--- src/design/pwr_pkg.sv ---
// power sequencing types
// operation codes, command word layout, gate steps and sequencer states

package pwr_pkg;

  typedef enum logic [1:0] {
    PWR_NOP    = 2'd0,
    PWR_ON     = 2'd1,
    PWR_OFF    = 2'd2,
    PWR_RETAIN = 2'd3
  } pwr_op_e;

  // command register fields
  typedef struct packed {
    logic [25:0] rsvd;
    logic [3:0]  dom;
    pwr_op_e     op;
  } pwr_cmd_t;

  // raw register word or decoded command
  typedef union packed {
    logic [31:0] raw;
    pwr_cmd_t    f;
  } pwr_cmd_u;

  // one gate action, applied to the selected domain
  typedef enum logic [3:0] {
    STEP_NONE = 4'd0,
    CLK_OFF   = 4'd1,
    ISO_ON    = 4'd2,
    RST_ON    = 4'd3,
    SW_OFF    = 4'd4,
    RET_ON    = 4'd5,
    SW_ON     = 4'd6,
    RST_OFF   = 4'd7,
    ISO_OFF   = 4'd8,
    CLK_ON    = 4'd9,
    RET_OFF   = 4'd10
  } pwr_step_e;

  typedef enum logic [2:0] {
    SEQ_IDLE     = 3'd0,
    SEQ_NOP      = 3'd1,
    SEQ_DROP     = 3'd2,
    SEQ_RUN      = 3'd3,
    SEQ_WAIT_OFF = 3'd4,
    SEQ_WAIT_ON  = 3'd5
  } seq_state_e;

endpackage

--- src/design/mcu_cfg_pkg.sv ---
// mini MCU always-on block configuration
// register map, interrupt vector positions and domain indices

package mcu_cfg_pkg;

  // register port
  localparam int unsigned REG_ADDR_W = 4;
  localparam int unsigned REG_DATA_W = 32;

  // word addresses
  localparam logic [REG_ADDR_W-1:0] ADDR_CMD      = 4'd0;
  localparam logic [REG_ADDR_W-1:0] ADDR_STATUS   = 4'd1;
  localparam logic [REG_ADDR_W-1:0] ADDR_IRQ_EN   = 4'd2;
  localparam logic [REG_ADDR_W-1:0] ADDR_IRQ_PEND = 4'd3;
  localparam logic [REG_ADDR_W-1:0] ADDR_SW_IRQ   = 4'd4;

  // machine interrupt vector layout
  localparam int unsigned IRQ_SW_BIT    = 3;
  localparam int unsigned IRQ_TIMER_BIT = 7;
  localparam int unsigned IRQ_EXT_BIT   = 11;
  localparam int unsigned IRQ_FAST_LSB  = 16;

  // power domains, the memory banks follow the peripheral domain
  localparam logic [3:0] DOM_CPU        = 4'd0;
  localparam logic [3:0] DOM_PERIPH     = 4'd1;
  localparam logic [3:0] DOM_FIRST_BANK = DOM_PERIPH + 4'd1;

endpackage
--- src/design/mcu_ao_top.sv ---
// always-on power and interrupt block of the mini MCU
// register port, power sequencer, domain gates and interrupt vector

module mcu_ao_top #(
  parameter int unsigned NUM_DOMAINS = 4,
  parameter int unsigned FAST_IRQ_W  = 15
) (
  input  logic                               clk_i,
  input  logic                               reset_i,
  input  logic                               reg_we_i,
  input  logic [mcu_cfg_pkg::REG_ADDR_W-1:0] reg_addr_i,
  input  logic [mcu_cfg_pkg::REG_DATA_W-1:0] reg_wdata_i,
  output logic [mcu_cfg_pkg::REG_DATA_W-1:0] reg_rdata_o,
  input  logic                               core_sleep_i,
  input  logic [FAST_IRQ_W-1:0]              fast_irq_i,
  input  logic                               timer_irq_i,
  input  logic                               ext_irq_i,
  output logic [31:0]                        irq_o,
  input  logic [NUM_DOMAINS-1:0]             switch_ack_ni,
  output logic [NUM_DOMAINS-1:0]             switch_no,
  output logic [NUM_DOMAINS-1:0]             rst_no,
  output logic [NUM_DOMAINS-1:0]             iso_no,
  output logic [NUM_DOMAINS-1:0]             clkgate_no,
  output logic [NUM_DOMAINS-1:0]             retentive_no,
  output logic                               busy_o
);

  localparam int unsigned DOM_W = (NUM_DOMAINS > 1) ? $clog2(NUM_DOMAINS) : 1;

  logic                   cmd_valid;
  pwr_pkg::pwr_cmd_u      cmd_word;
  logic [31:0]            irq_en;
  logic [FAST_IRQ_W-1:0]  pend_clr;
  logic                   sw_irq;
  logic                   dropped;
  logic [NUM_DOMAINS-1:0] dom_on;
  logic [NUM_DOMAINS-1:0] dom_ret;
  pwr_pkg::pwr_step_e     step;
  logic [DOM_W-1:0]       step_dom;
  logic                   ack_on;
  logic                   ack_off;
  logic                   wake;

  pwr_cmd_regs #(
    .NUM_DOMAINS(NUM_DOMAINS),
    .FAST_IRQ_W (FAST_IRQ_W)
  ) pwr_cmd_regs_i (
    .clk_i, .reset_i, .reg_we_i, .reg_addr_i, .reg_wdata_i, .reg_rdata_o,
    .busy_i(busy_o), .dropped_i(dropped), .dom_on_i(dom_on), .dom_ret_i(dom_ret),
    .pending_i(irq_o), .cmd_valid_o(cmd_valid), .cmd_word_o(cmd_word),
    .irq_en_o(irq_en), .pend_clr_o(pend_clr), .sw_irq_o(sw_irq)
  );

  pwr_sequencer #(
    .NUM_DOMAINS(NUM_DOMAINS)
  ) pwr_sequencer_i (
    .clk_i, .reset_i, .cmd_valid_i(cmd_valid), .cmd_word_i(cmd_word), .core_sleep_i,
    .wake_i(wake), .ack_on_i(ack_on), .ack_off_i(ack_off), .step_o(step),
    .step_dom_o(step_dom), .busy_o, .dropped_o(dropped), .dom_on_o(dom_on),
    .dom_ret_o(dom_ret)
  );

  domain_gate_bank #(
    .NUM_DOMAINS(NUM_DOMAINS)
  ) domain_gate_bank_i (
    .clk_i, .reset_i, .step_i(step), .step_dom_i(step_dom), .switch_ack_ni,
    .switch_no, .rst_no, .iso_no, .clkgate_no, .retentive_no,
    .ack_on_o(ack_on), .ack_off_o(ack_off)
  );

  irq_vector #(
    .FAST_IRQ_W(FAST_IRQ_W)
  ) irq_vector_i (
    .clk_i, .reset_i, .fast_irq_i, .pend_clr_i(pend_clr), .timer_irq_i, .ext_irq_i,
    .sw_irq_i(sw_irq), .irq_en_i(irq_en), .irq_o, .wake_o(wake)
  );

endmodule

--- src/design/irq_vector.sv ---
// machine interrupt vector
// latches fast interrupts, assembles the vector and flags a wake request

module irq_vector #(
  parameter int unsigned FAST_IRQ_W = 15
) (
  input  logic                  clk_i,
  input  logic                  reset_i,
  input  logic [FAST_IRQ_W-1:0] fast_irq_i,
  input  logic [FAST_IRQ_W-1:0] pend_clr_i,
  input  logic                  timer_irq_i,
  input  logic                  ext_irq_i,
  input  logic                  sw_irq_i,
  input  logic [31:0]           irq_en_i,
  output logic [31:0]           irq_o,
  output logic                  wake_o
);

  logic [FAST_IRQ_W-1:0] pend_q;

  // a live input beats the clear in the same cycle
  always_ff @(posedge clk_i) begin
    if (reset_i) begin
      pend_q <= '0;
    end else begin
      pend_q <= (pend_q & ~pend_clr_i) | fast_irq_i;
    end
  end

  // unused vector positions stay zero
  always_comb begin
    irq_o                                          = '0;
    irq_o[mcu_cfg_pkg::IRQ_SW_BIT]                 = sw_irq_i;
    irq_o[mcu_cfg_pkg::IRQ_TIMER_BIT]              = timer_irq_i;
    irq_o[mcu_cfg_pkg::IRQ_EXT_BIT]                = ext_irq_i;
    irq_o[mcu_cfg_pkg::IRQ_FAST_LSB +: FAST_IRQ_W] = pend_q;
  end

  assign wake_o = |(irq_o & irq_en_i);

endmodule

--- src/design/domain_gate_bank.sv ---
// per-domain power gate outputs
// applies sequencer steps and synchronizes the switch acknowledges

module domain_gate_bank #(
  parameter int unsigned NUM_DOMAINS = 4
) (
  input  logic                   clk_i,
  input  logic                   reset_i,
  input  pwr_pkg::pwr_step_e     step_i,
  input  logic [((NUM_DOMAINS > 1) ? $clog2(NUM_DOMAINS) : 1)-1:0] step_dom_i,
  input  logic [NUM_DOMAINS-1:0] switch_ack_ni,
  output logic [NUM_DOMAINS-1:0] switch_no,
  output logic [NUM_DOMAINS-1:0] rst_no,
  output logic [NUM_DOMAINS-1:0] iso_no,
  output logic [NUM_DOMAINS-1:0] clkgate_no,
  output logic [NUM_DOMAINS-1:0] retentive_no,
  output logic                   ack_on_o,
  output logic                   ack_off_o
);

  // ack_n low means the domain is powered
  logic [NUM_DOMAINS-1:0] ack_meta_q;
  logic [NUM_DOMAINS-1:0] ack_sync_q;

  // all domains come out of reset powered and running
  always_ff @(posedge clk_i) begin
    if (reset_i) begin
      switch_no    <= '0;
      rst_no       <= '1;
      iso_no       <= '1;
      clkgate_no   <= '1;
      retentive_no <= '1;
    end else begin
      case (step_i)
        pwr_pkg::CLK_OFF: clkgate_no[step_dom_i]   <= 1'b0;
        pwr_pkg::CLK_ON:  clkgate_no[step_dom_i]   <= 1'b1;
        pwr_pkg::ISO_ON:  iso_no[step_dom_i]       <= 1'b0;
        pwr_pkg::ISO_OFF: iso_no[step_dom_i]       <= 1'b1;
        pwr_pkg::RST_ON:  rst_no[step_dom_i]       <= 1'b0;
        pwr_pkg::RST_OFF: rst_no[step_dom_i]       <= 1'b1;
        pwr_pkg::SW_OFF:  switch_no[step_dom_i]    <= 1'b1;
        pwr_pkg::SW_ON:   switch_no[step_dom_i]    <= 1'b0;
        pwr_pkg::RET_ON:  retentive_no[step_dom_i] <= 1'b0;
        pwr_pkg::RET_OFF: retentive_no[step_dom_i] <= 1'b1;
        default: ;
      endcase
    end
  end

  // two-stage synchronizer, the switch cells answer asynchronously
  always_ff @(posedge clk_i) begin
    if (reset_i) begin
      ack_meta_q <= '0;
      ack_sync_q <= '0;
    end else begin
      ack_meta_q <= switch_ack_ni;
      ack_sync_q <= ack_meta_q;
    end
  end

  assign ack_on_o  = !ack_sync_q[step_dom_i];
  assign ack_off_o = ack_sync_q[step_dom_i];

endmodule

--- src/design/pwr_sequencer.sv ---
// power sequencer FSM
// checks each command, walks the gate steps and waits on the switch acknowledge

module pwr_sequencer #(
  parameter int unsigned NUM_DOMAINS = 4
) (
  input  logic                   clk_i,
  input  logic                   reset_i,
  input  logic                   cmd_valid_i,
  input  pwr_pkg::pwr_cmd_u      cmd_word_i,
  input  logic                   core_sleep_i,
  input  logic                   wake_i,
  input  logic                   ack_on_i,
  input  logic                   ack_off_i,
  output pwr_pkg::pwr_step_e     step_o,
  output logic [((NUM_DOMAINS > 1) ? $clog2(NUM_DOMAINS) : 1)-1:0] step_dom_o,
  output logic                   busy_o,
  output logic                   dropped_o,
  output logic [NUM_DOMAINS-1:0] dom_on_o,
  output logic [NUM_DOMAINS-1:0] dom_ret_o
);

  localparam int unsigned DOM_W = (NUM_DOMAINS > 1) ? $clog2(NUM_DOMAINS) : 1;
  localparam logic [DOM_W-1:0] CPU_IDX = DOM_W'(mcu_cfg_pkg::DOM_CPU);

  pwr_pkg::seq_state_e  state_q, state_d;
  pwr_pkg::pwr_step_e   step_q, step_d;
  pwr_pkg::pwr_op_e     op_q, op_d;
  logic [DOM_W-1:0]     dom_q, dom_d;
  logic [NUM_DOMAINS-1:0] dom_on_q, dom_on_d;
  logic [NUM_DOMAINS-1:0] dom_ret_q, dom_ret_d;

  logic                 wake_req;
  logic                 req_go;
  pwr_pkg::pwr_op_e     req_op;
  logic [3:0]           req_dom;
  logic [DOM_W-1:0]     req_idx;

  // wake brings the cpu back, an external command in the same cycle wins
  assign wake_req = wake_i && !dom_on_q[CPU_IDX];
  assign req_go   = cmd_valid_i || wake_req;
  assign req_op   = cmd_valid_i ? cmd_word_i.f.op : pwr_pkg::PWR_ON;
  assign req_dom  = cmd_valid_i ? cmd_word_i.f.dom : mcu_cfg_pkg::DOM_CPU;
  assign req_idx  = req_dom[DOM_W-1:0];

  always_comb begin
    state_d   = state_q;
    step_d    = step_q;
    op_d      = op_q;
    dom_d     = dom_q;
    dom_on_d  = dom_on_q;
    dom_ret_d = dom_ret_q;
    case (state_q)
      pwr_pkg::SEQ_IDLE: begin
        if (req_go) begin
          op_d    = req_op;
          dom_d   = req_idx;
          state_d = pwr_pkg::SEQ_NOP;
          if (req_dom >= NUM_DOMAINS) begin
            state_d = pwr_pkg::SEQ_DROP;
          end else begin
            case (req_op)
              pwr_pkg::PWR_ON: begin
                if (!dom_on_q[req_idx]) begin
                  state_d = pwr_pkg::SEQ_RUN;
                  step_d  = dom_ret_q[req_idx] ? pwr_pkg::RET_OFF : pwr_pkg::SW_ON;
                end
              end
              pwr_pkg::PWR_OFF: begin
                if ((req_dom == mcu_cfg_pkg::DOM_CPU) && !core_sleep_i) begin
                  state_d = pwr_pkg::SEQ_DROP;
                end else if (dom_ret_q[req_idx]) begin
                  // retained to off needs a power-up first
                  state_d = pwr_pkg::SEQ_DROP;
                end else if (dom_on_q[req_idx]) begin
                  state_d = pwr_pkg::SEQ_RUN;
                  step_d  = pwr_pkg::CLK_OFF;
                end
              end
              pwr_pkg::PWR_RETAIN: begin
                if ((req_dom < mcu_cfg_pkg::DOM_FIRST_BANK) ||
                    (!dom_on_q[req_idx] && !dom_ret_q[req_idx])) begin
                  state_d = pwr_pkg::SEQ_DROP;
                end else if (dom_on_q[req_idx]) begin
                  state_d = pwr_pkg::SEQ_RUN;
                  step_d  = pwr_pkg::CLK_OFF;
                end
              end
              default: state_d = pwr_pkg::SEQ_NOP;
            endcase
          end
        end
      end
      pwr_pkg::SEQ_NOP, pwr_pkg::SEQ_DROP: state_d = pwr_pkg::SEQ_IDLE;
      pwr_pkg::SEQ_RUN: begin
        case (step_q)
          pwr_pkg::CLK_OFF: step_d = pwr_pkg::ISO_ON;
          pwr_pkg::ISO_ON: begin
            step_d = (op_q == pwr_pkg::PWR_RETAIN) ? pwr_pkg::RET_ON : pwr_pkg::RST_ON;
          end
          pwr_pkg::RST_ON:  step_d = pwr_pkg::SW_OFF;
          pwr_pkg::SW_OFF: begin
            step_d  = pwr_pkg::STEP_NONE;
            state_d = pwr_pkg::SEQ_WAIT_OFF;
          end
          pwr_pkg::RET_ON: begin
            dom_on_d[dom_q]  = 1'b0;
            dom_ret_d[dom_q] = 1'b1;
            step_d           = pwr_pkg::STEP_NONE;
            state_d          = pwr_pkg::SEQ_IDLE;
          end
          pwr_pkg::SW_ON: begin
            step_d  = pwr_pkg::STEP_NONE;
            state_d = pwr_pkg::SEQ_WAIT_ON;
          end
          pwr_pkg::RST_OFF, pwr_pkg::RET_OFF: step_d = pwr_pkg::ISO_OFF;
          pwr_pkg::ISO_OFF: step_d = pwr_pkg::CLK_ON;
          pwr_pkg::CLK_ON: begin
            dom_on_d[dom_q]  = 1'b1;
            dom_ret_d[dom_q] = 1'b0;
            step_d           = pwr_pkg::STEP_NONE;
            state_d          = pwr_pkg::SEQ_IDLE;
          end
          default: state_d = pwr_pkg::SEQ_IDLE;
        endcase
      end
      pwr_pkg::SEQ_WAIT_OFF: begin
        if (ack_off_i) begin
          dom_on_d[dom_q] = 1'b0;
          state_d         = pwr_pkg::SEQ_IDLE;
        end
      end
      pwr_pkg::SEQ_WAIT_ON: begin
        // switch is up, release reset, isolation and clock
        if (ack_on_i) begin
          step_d  = pwr_pkg::RST_OFF;
          state_d = pwr_pkg::SEQ_RUN;
        end
      end
      default: state_d = pwr_pkg::SEQ_IDLE;
    endcase
  end

  always_ff @(posedge clk_i) begin
    if (reset_i) begin
      state_q   <= pwr_pkg::SEQ_IDLE;
      step_q    <= pwr_pkg::STEP_NONE;
      op_q      <= pwr_pkg::PWR_NOP;
      dom_q     <= '0;
      dom_on_q  <= '1;
      dom_ret_q <= '0;
    end else begin
      state_q   <= state_d;
      step_q    <= step_d;
      op_q      <= op_d;
      dom_q     <= dom_d;
      dom_on_q  <= dom_on_d;
      dom_ret_q <= dom_ret_d;
    end
  end

  assign step_o     = step_q;
  assign step_dom_o = dom_q;
  assign busy_o     = (state_q != pwr_pkg::SEQ_IDLE);
  assign dropped_o  = (state_q == pwr_pkg::SEQ_DROP);
  assign dom_on_o   = dom_on_q;
  assign dom_ret_o  = dom_ret_q;

endmodule

--- src/design/pwr_cmd_regs.sv ---
// power and interrupt control registers
// accepts power commands, holds irq enables and software irq, reads back status

module pwr_cmd_regs #(
  parameter int unsigned NUM_DOMAINS = 4,
  parameter int unsigned FAST_IRQ_W  = 15
) (
  input  logic                                clk_i,
  input  logic                                reset_i,
  input  logic                                reg_we_i,
  input  logic [mcu_cfg_pkg::REG_ADDR_W-1:0]  reg_addr_i,
  input  logic [mcu_cfg_pkg::REG_DATA_W-1:0]  reg_wdata_i,
  output logic [mcu_cfg_pkg::REG_DATA_W-1:0]  reg_rdata_o,
  input  logic                                busy_i,
  input  logic                                dropped_i,
  input  logic [NUM_DOMAINS-1:0]              dom_on_i,
  input  logic [NUM_DOMAINS-1:0]              dom_ret_i,
  input  logic [31:0]                         pending_i,
  output logic                                cmd_valid_o,
  output pwr_pkg::pwr_cmd_u                   cmd_word_o,
  output logic [31:0]                         irq_en_o,
  output logic [FAST_IRQ_W-1:0]               pend_clr_o,
  output logic                                sw_irq_o
);

  // status word layout
  localparam int unsigned STAT_ON_LSB  = 0;
  localparam int unsigned STAT_RET_LSB = 4;
  localparam int unsigned STAT_BUSY    = 8;
  localparam int unsigned STAT_DROPPED = 9;

  pwr_pkg::pwr_cmd_u cmd_q;
  logic [31:0]       irq_en_q;
  logic              sw_irq_q;
  logic              dropped_q;
  logic              wr_cmd;
  logic              wr_status;
  logic              wr_pend;

  assign wr_cmd    = reg_we_i && (reg_addr_i == mcu_cfg_pkg::ADDR_CMD);
  assign wr_status = reg_we_i && (reg_addr_i == mcu_cfg_pkg::ADDR_STATUS);
  assign wr_pend   = reg_we_i && (reg_addr_i == mcu_cfg_pkg::ADDR_IRQ_PEND);

  // a command is only handed over while the sequencer is idle
  assign cmd_valid_o = wr_cmd && !busy_i;
  assign cmd_word_o  = pwr_pkg::pwr_cmd_u'(reg_wdata_i);

  // write-1-to-clear on the fast pending bits
  assign pend_clr_o = wr_pend ? reg_wdata_i[mcu_cfg_pkg::IRQ_FAST_LSB +: FAST_IRQ_W] : '0;

  always_ff @(posedge clk_i) begin
    if (reset_i) begin
      cmd_q     <= '0;
      irq_en_q  <= '0;
      sw_irq_q  <= 1'b0;
      dropped_q <= 1'b0;
    end else begin
      if (cmd_valid_o) begin
        cmd_q.raw <= reg_wdata_i;
      end
      if (reg_we_i && (reg_addr_i == mcu_cfg_pkg::ADDR_IRQ_EN)) begin
        irq_en_q <= reg_wdata_i;
      end
      if (reg_we_i && (reg_addr_i == mcu_cfg_pkg::ADDR_SW_IRQ)) begin
        sw_irq_q <= reg_wdata_i[0];
      end
      // sticky, a new drop wins over the clearing write
      if (dropped_i || (wr_cmd && busy_i)) begin
        dropped_q <= 1'b1;
      end else if (wr_status) begin
        dropped_q <= 1'b0;
      end
    end
  end

  always_comb begin
    reg_rdata_o = '0;
    case (reg_addr_i)
      mcu_cfg_pkg::ADDR_CMD: reg_rdata_o = cmd_q.raw;
      mcu_cfg_pkg::ADDR_STATUS: begin
        reg_rdata_o[STAT_ON_LSB +: NUM_DOMAINS]  = dom_on_i;
        reg_rdata_o[STAT_RET_LSB +: NUM_DOMAINS] = dom_ret_i;
        reg_rdata_o[STAT_BUSY]                   = busy_i;
        reg_rdata_o[STAT_DROPPED]                = dropped_q;
      end
      mcu_cfg_pkg::ADDR_IRQ_EN:   reg_rdata_o = irq_en_q;
      mcu_cfg_pkg::ADDR_IRQ_PEND: reg_rdata_o = pending_i;
      mcu_cfg_pkg::ADDR_SW_IRQ:   reg_rdata_o[0] = sw_irq_q;
      default: reg_rdata_o = '0;
    endcase
  end

  assign irq_en_o = irq_en_q;
  assign sw_irq_o = sw_irq_q;

endmodule

--- config.mk ---
export PLATFORM = sky130hd
export DESIGN_NAME = mcu_ao_top
export DESIGN_NICKNAME = d
export VERILOG_FILES = /design/src/design/pwr_pkg.sv /design/src/design/mcu_cfg_pkg.sv /design/src/design/mcu_ao_top.sv /design/src/design/irq_vector.sv /design/src/design/domain_gate_bank.sv /design/src/design/pwr_sequencer.sv /design/src/design/pwr_cmd_regs.sv
export SDC_FILE = /design/constraint.sdc
export NUM_CORES = 1
export LEC_CHECK = 0
export BUFFER_PORTS_ARGS = -buffer_cell sky130_fd_sc_hd__buf_2
export CAP_MARGIN = 20
export CORE_UTILIZATION = 35
export DETAILED_ROUTE_END_ITERATION = 16
export GPL_TIMING_DRIVEN = 0
export PLACE_DENSITY_LB_ADDON = 0.3
export SLEW_MARGIN = 20
export SYNTH_ARGS = -nofsm -noshare
export SYNTH_HDL_FRONTEND = slang
export SYNTH_SLANG_ARGS = --single-unit
export TNS_END_PERCENT = 20
--- constraint.sdc ---
create_clock -name clk_i -period 4.2 [get_ports clk_i]
set_clock_uncertainty 0.1 [all_clocks]
set_input_delay 0.42 -clock clk_i [delete_from_list [all_inputs] [get_ports clk_i]]
set_output_delay 0.42 -clock clk_i [all_outputs]
set_load 0.05 [all_outputs]
; ---- Word-level counts from Yosys, hierarchy flattened
; Index checks and enable logic that the tools add are counted.
[word_totals]
inputBits = 61
reg_bits = 128
[op_classes]
bitwise = 19
muxes = 50
n_reduce_logical = 41
n_eq_ne = 34
order_cmp = 5
[op_table]
columns = operator, n
row1 = $pmux W22 S3, 1
row2 = $pmux W4 S2, 8
row3 = $mux W4, 11
row4 = $pmux W9 S4, 1
row5 = $and A31 B32 Y32, 1
row6 = $reduce_or A32 Y1, 1
row7 = $and A4 B4 Y4, 7
row8 = $or A4 B4 Y4, 7
row9 = $mux W3, 8
row10 = $pmux W4 S3, 2
row11 = $pmux W4 S6, 1
row12 = $eq A4 B3 Y1 const B, 5
row13 = $pmux W3 S3, 2
row14 = $eq A4 B2 Y1 const B, 4
row15 = $reduce_bool A2 Y1, 8
row16 = $and A15 B15 Y15, 1
row17 = $mux W15, 1
row18 = $not A15 Y15, 1
row19 = $or A15 B15 Y15, 1
row20 = $eq A4 B4 Y1 const B, 3
row21 = $ne A3 B3 Y1 const B, 4
row22 = $pmux W3 S4, 1
row23 = $logic_and A1 B1 Y1, 11
row24 = $reduce_and A10 Y1, 1
row25 = 31 further kinds, 58

; ---- Longest topological paths before layout
[logic_depth]
ltp_word = 14
ltp_mapped = 13
mapped_depth_nobuf = 12

; ---- Modules after synthesis
; A second synthesis with hierarchy kept.
[hier_totals]
hier_cells = 785
area_unflattened_um2 = 7033.0
[modules_own_cells]
columns = mod, cells_each, instances, area_per_inst_um2, seq_area_each_um2
row1 = pwr_cmd_regs, 395, 1, 3698.5, 1321.3
row2 = pwr_sequencer, 185, 1, 1448.9, 380.4
row3 = domain_gate_bank, 115, 1, 1156.1, 560.5
row4 = irq_vector, 90, 1, 729.4, 300.3

; ---- Least setup slack after synthesis
; Ideal clock, no wire load.
[synth_timing]
kind = in2reg
start = input reg_addr_i[1] (netlist bit)
end = register pwr_sequencer_i.step_q[3] (netlist: pwr_sequencer_i.step_o[3])
setup_slack_ns = 1.088
t_arrival_ns = 2.891
cell_stages = 13
n_path_buf = 2
setup_time_ns = 0.121
cell_sequence = buf_6 > or4b_4 > buf_6 > nor3_4 > nand2_1 > clkinv_1 > ha_1 > nand2b_1 > a21oi_1 > o22a_1 > a221oi_4 > a31oi_4 > mux2_4
[synth_between]
word_cells_on_any_way = 39
cone_classes = order compare: 2 / eq/ne: 10 / mux: 16 / reduce/logical: 11
[synth_rtl]
columns = element, line_no
row1 = from (decl), mcu_ao_top.sv:11  ; input logic [mcu_cfg_pkg::REG_ADDR_W-1:0] reg_addr_i,
row2 = $logic_not A4 Y1 *, pwr_cmd_regs.sv:40  ; assign wr_cmd = reg_we_i && (reg_addr_i == mcu_cfg_pkg::ADDR_CMD);
row3 = $logic_and A1 B1 Y1 *, pwr_cmd_regs.sv:40
row4 = $logic_and A1 B1 Y1 *, pwr_cmd_regs.sv:45  ; assign cmd_valid_o = wr_cmd && !busy_i;
row5 = $mux W2 *, pwr_sequencer.sv:42  ; assign req_op = cmd_valid_i ? cmd_word_i.f.op : pwr_pkg::PWR_ON;
row6 = net pwr_sequencer_i.req_op[1], pwr_sequencer.sv:35  ; pwr_pkg::pwr_op_e req_op;
row7 = $eq A2 B2 Y1 / $eq A2 B1 Y1 (equally long branches), pwr_sequencer.sv:62  ; case (req_op)
row8 = $pmux W4 S3, pwr_sequencer.sv:62
row9 = $mux W4, pwr_sequencer.sv:59  ; if (req_dom >= NUM_DOMAINS) begin
row10 = $mux W4, pwr_sequencer.sv:55  ; if (req_go) begin
row11 = $pmux W4 S3, pwr_sequencer.sv:53  ; case (state_q)
row12 = to (signal assigned), pwr_sequencer.sv:147  ; step_q <= pwr_pkg::STEP_NONE;
row13 = to (signal assigned), pwr_sequencer.sv:154  ; step_q <= step_d;
row14 = to (decl), pwr_sequencer.sv:27  ; pwr_pkg::pwr_step_e step_q, step_d;
; The timed path passes the listed nets; every way through them passes the cells marked *. The select of a mux whose other input is x is not followed.
; A chain may end at the register's enable or synchronous reset.

; ---- Worst setup path in the final report
[layout_timing]
start = register pwr_sequencer_i.state_q[0]
end = register pwr_sequencer_i.step_q[3] (netlist: pwr_sequencer_i.step_o[3])
[layout_between]
word_cells_on_any_way = 45
cone_classes = order compare: 2 / eq/ne: 14 / mux: 16 / reduce/logical: 13
[layout_rtl]
columns = element, line_no
row1 = from (decl), pwr_sequencer.sv:26  ; pwr_pkg::seq_state_e state_q, state_d;
row2 = from (signal assigned), pwr_sequencer.sv:146  ; state_q <= pwr_pkg::SEQ_IDLE;
row3 = from (signal assigned), pwr_sequencer.sv:153  ; state_q <= state_d;
row4 = $reduce_bool A3 Y1 *, pwr_sequencer.sv:164  ; assign busy_o = (state_q != pwr_pkg::SEQ_IDLE);
row5 = $logic_not A1 Y1 *, pwr_cmd_regs.sv:45
row6 = $logic_and A1 B1 Y1 *, pwr_cmd_regs.sv:45
row7 = $mux W2 *, pwr_sequencer.sv:42
row8 = net pwr_sequencer_i.req_op[1], pwr_sequencer.sv:35
row9 = $eq A2 B2 Y1 / $eq A2 B1 Y1 (equally long branches), pwr_sequencer.sv:62
row10 = $pmux W4 S3, pwr_sequencer.sv:62
row11 = $mux W4, pwr_sequencer.sv:59
row12 = $mux W4, pwr_sequencer.sv:55
row13 = $pmux W4 S3, pwr_sequencer.sv:53
; Marks and branches as above.

==> results.yml <==
cts:
  h-tree-depth: 4
  cts-root-buf: "clkbuf_16"
  clk_pin_slew_ps: 60
  cts.repair.resized: 0
  clockBufferDepth: 2
  cts_tree: "done"
  postCtsSetupRepairBufs: 0
  clk_latency_ps: 420
  clock-sinks: 128
  hold_buffers: 0
  cts_made_buffers: 17
die:
  coreArea_mm2: 0.0174
  die_h_um: 136
  initial_core_util_pct: 36.1
  dieArea_mm2: 0.0185
  num_rows: 48
  pin_count: 146
  die_w_um: 136
pwr:
  pwr-share-comb_pct: 15.6
  power_leakage_nw: 3.15
  switchingPower_mw: 0.929
  irDropWorstVdd_v: 0.000277
  cellInternalPower_mw: 2.32
  powerDensity_mw_per_mm2: 414
  swShare_pct: 28.6
  power.share.sequential_pct: 39.5
  p_total_mw: 3.25
  clkPwrFrac_pct: 44.9
synth:
  yosysWarnings: 0
  synth_edf_count: 0
  yosysMostFrequentCell: "nand2_1"
  synth.mux.area_fraction_pct: 7.23
  avgSynthCellArea_um2: 7.60
  synth_area_leaders: "dfxtp_1, nand2_1, a21oi_1"
  synth_adder_area_share_pct: 0.797
  synth_top_area_cell: "dfxtp_1"
  synth_area_mm2: 0.00628
  synth_top_flop_cell: "dfxtp_1"
  seq_area_frac_synth_pct: 40.8
  yosys.area_share.simple_pct: 24.4
  synth-xor-area-share_pct: 0.418
  yosys-top-cells-count: "nand2_1, a21oi_1, dfxtp_1"
  postSynthCellCount: 827
  synth.distinct_cells: 66
  synth_top_family_by_area: "simple AND/OR/NAND/NOR gates"
  async_flop_share_pct: 0
  synth-compound-area-share_pct: 19.5
  ys_ff_latch: 128
  synth_top_area_share_pct: 40.8
sta:
  fmax_mhz: 284
  rsz0062_at_grt: "false"
  timing.hold.ws_ps: 102
  layout_setup_ws_ps: 673
  final_hold_viol_count: 0
  fin_crit_ps: 3530
  maxSlewViolCount: 0
  finalSetupViolCount: 0
  slew_headroom_pct: 36.8
  period_share_pct: 84.0
  worst_pin_slew_ps: 947
  tns_ps: 0
detailed_routing:
  antenna_left: 0
  via_per_inst: 5.08
  firstDrtPassIters: 5
  routedWlPerCell_um: 16.0
  num_vias: 6223
  drc: 0
  finalWirelength_um: 19700
  drt_iter0_markers: 401
setup_path:
  cp_num_buf_inv: 3
  end_kind: "register"
  required_ps: 4410
  slowest_stage: "nor3_2"
  cp_max_fo: 10
  critical-path-max-stage-delay_ps: 470
  path_class: "register to register"
  arrival_ps: 3740
  worstPathCellList: "clkbuf_1, nor3_2, inv_2, nor3_4, nand2_1, clkinv_1, ha_1, nand2b_1, a21oi_1, o22a_1, a221oi_4, a31oi_4, mux2_4"
  critical-path-top-delay-family: "simple AND/OR/NAND/NOR gates"
  cp-start-kind: "register"
  rrSetupSlack_ps: 670
global_routing:
  track_usage_pct: 21.5
  gr-usage-met3_pct: 5.37
  grt.overflow.total: 0
  use_met2_pct: 33.0
  first_global_vias: 5642
  top_usage_layer: "met2"
  antenna_found_initial: 0
  grt_pass1_wl_um: 30100
  grt_start_max_net_pins: 17
  met1_usage_pct: 28.7
hold_path:
  hp-class: "primary input to register"
placement:
  dpl.hpwl_um: 14300
  place.gp.congestion: 0.867
  pre_cts_slack_ps: 545
  port_buffers: 128
layout:
  fin_nets: 1052
  drive_gt1_share_pct: 19.7
  antenna_cells: 0
  syn_to_final_growth_pct: 24.7
  nFillCells: 1820
run_status:
  status: "finished, final reports clean"
job:
  max_cap_viol_count: 0
metrics by stage:
step                area, um^2  cells  utilization [%]
CTS                       7840   1225             45.0
global route              7840   1225             45.0
finish                    7840   1225             45.0
floorplan                 6330    840                -
global placement          7250   1193             41.6
detailed placement        7250   1193             41.6
cell families (layout without fill, tap and decap cells):
logic type,after synthesis,after routing
compound gates,205,205
xor+xnor,3,3
fa+ha+maj,4,4
buf+inv,91,251
flops,128,128
mux,41,41
other cells,1,14
simple gates,354,354
per-layer routing:
metal  vias to the layer above  part of all wire (%)
met4                         0                   2.3
li1                       3105                     -
met3                        30                   7.0
met1                      2861                    45
met2                       227                    45
met5                         -                     0
power by group through the flow:
stage / combinational (mW) / clock (mW) / sequential [mW]
2_1_floorplan: 0.300 / 0 / 1.36
4_1_cts: 0.504 / 1.47 / 1.28
6_report: 0.506 / 1.46 / 1.28
3_3_place_gp: 0.500 / 0 / 1.31
3_5_place_dp: 0.502 / 0 / 1.31
5_1_grt: 0.545 / 1.53 / 1.29
final cells by class:
cell class	count	area, um^2	area share, %
clock inverters	11	113	1.44
well taps	225	282	3.59
inverters	12	45.0	0.575
flip-flops and latches	128	2560	32.7
plain buffers	79	378	4.82
multi-input cells	621	3350	42.7
clock buffers	21	470	6.00
repair buffers	128	641	8.17
worst reg2reg max path, cell delays in order, from the launching register on:
cell and delay [ps]:
dfxtp_1 300, clkbuf_1 220, nor3_2 470, inv_2 180, nor3_4 340, nand2_1 270, clkinv_1 220, ha_1 300
nand2b_1 80, a21oi_1 120, o22a_1 200, a221oi_4 50, a31oi_4 250, mux2_4 320
final timing paths:
| path | cells past startpoint | endpoint | startpoint |
|---|---|---|---|
| max | 13 | pwr_sequencer_i.step_o[3] | pwr_sequencer_i.state_q[0] |
| min | 3 | irq_vector_i.pend_q[11] | fast_irq_i[11] |
| max reg2reg | 13 | pwr_sequencer_i.step_o[3] | pwr_sequencer_i.state_q[0] |
| min reg2reg | 1 | domain_gate_bank_i.ack_sync_q[0] | domain_gate_bank_i.ack_meta_q[0] |
cells in the final DEF (no fill, tap or decap), drive strengths merged, types with 3 or more instances in the layout:
| cell type | count |
|---|---|
| nand2 | 184 |
| inv | 10 |
| o22ai | 4 |
| a22oi | 11 |
| mux2i | 36 |
| a221o | 6 |
| nand3 | 14 |
| o311ai | 3 |
| dfxtp | 128 |
| nor2b | 18 |
| nand2b | 5 |
| ha | 4 |
| nor3 | 11 |
| nor4 | 4 |
| mux4 | 3 |
| a31oi | 4 |
| or3 | 4 |
| nor2 | 97 |
| and2 | 5 |
| o21ai | 20 |
| or2 | 3 |
| clkinv | 8 |
| a21oi | 134 |
| clkinvlp | 3 |
| buf | 152 |
| conb | 14 |
| clkbuf | 76 |
| and3 | 3 |
Note: power is estimated with default switching activity, not from simulation.
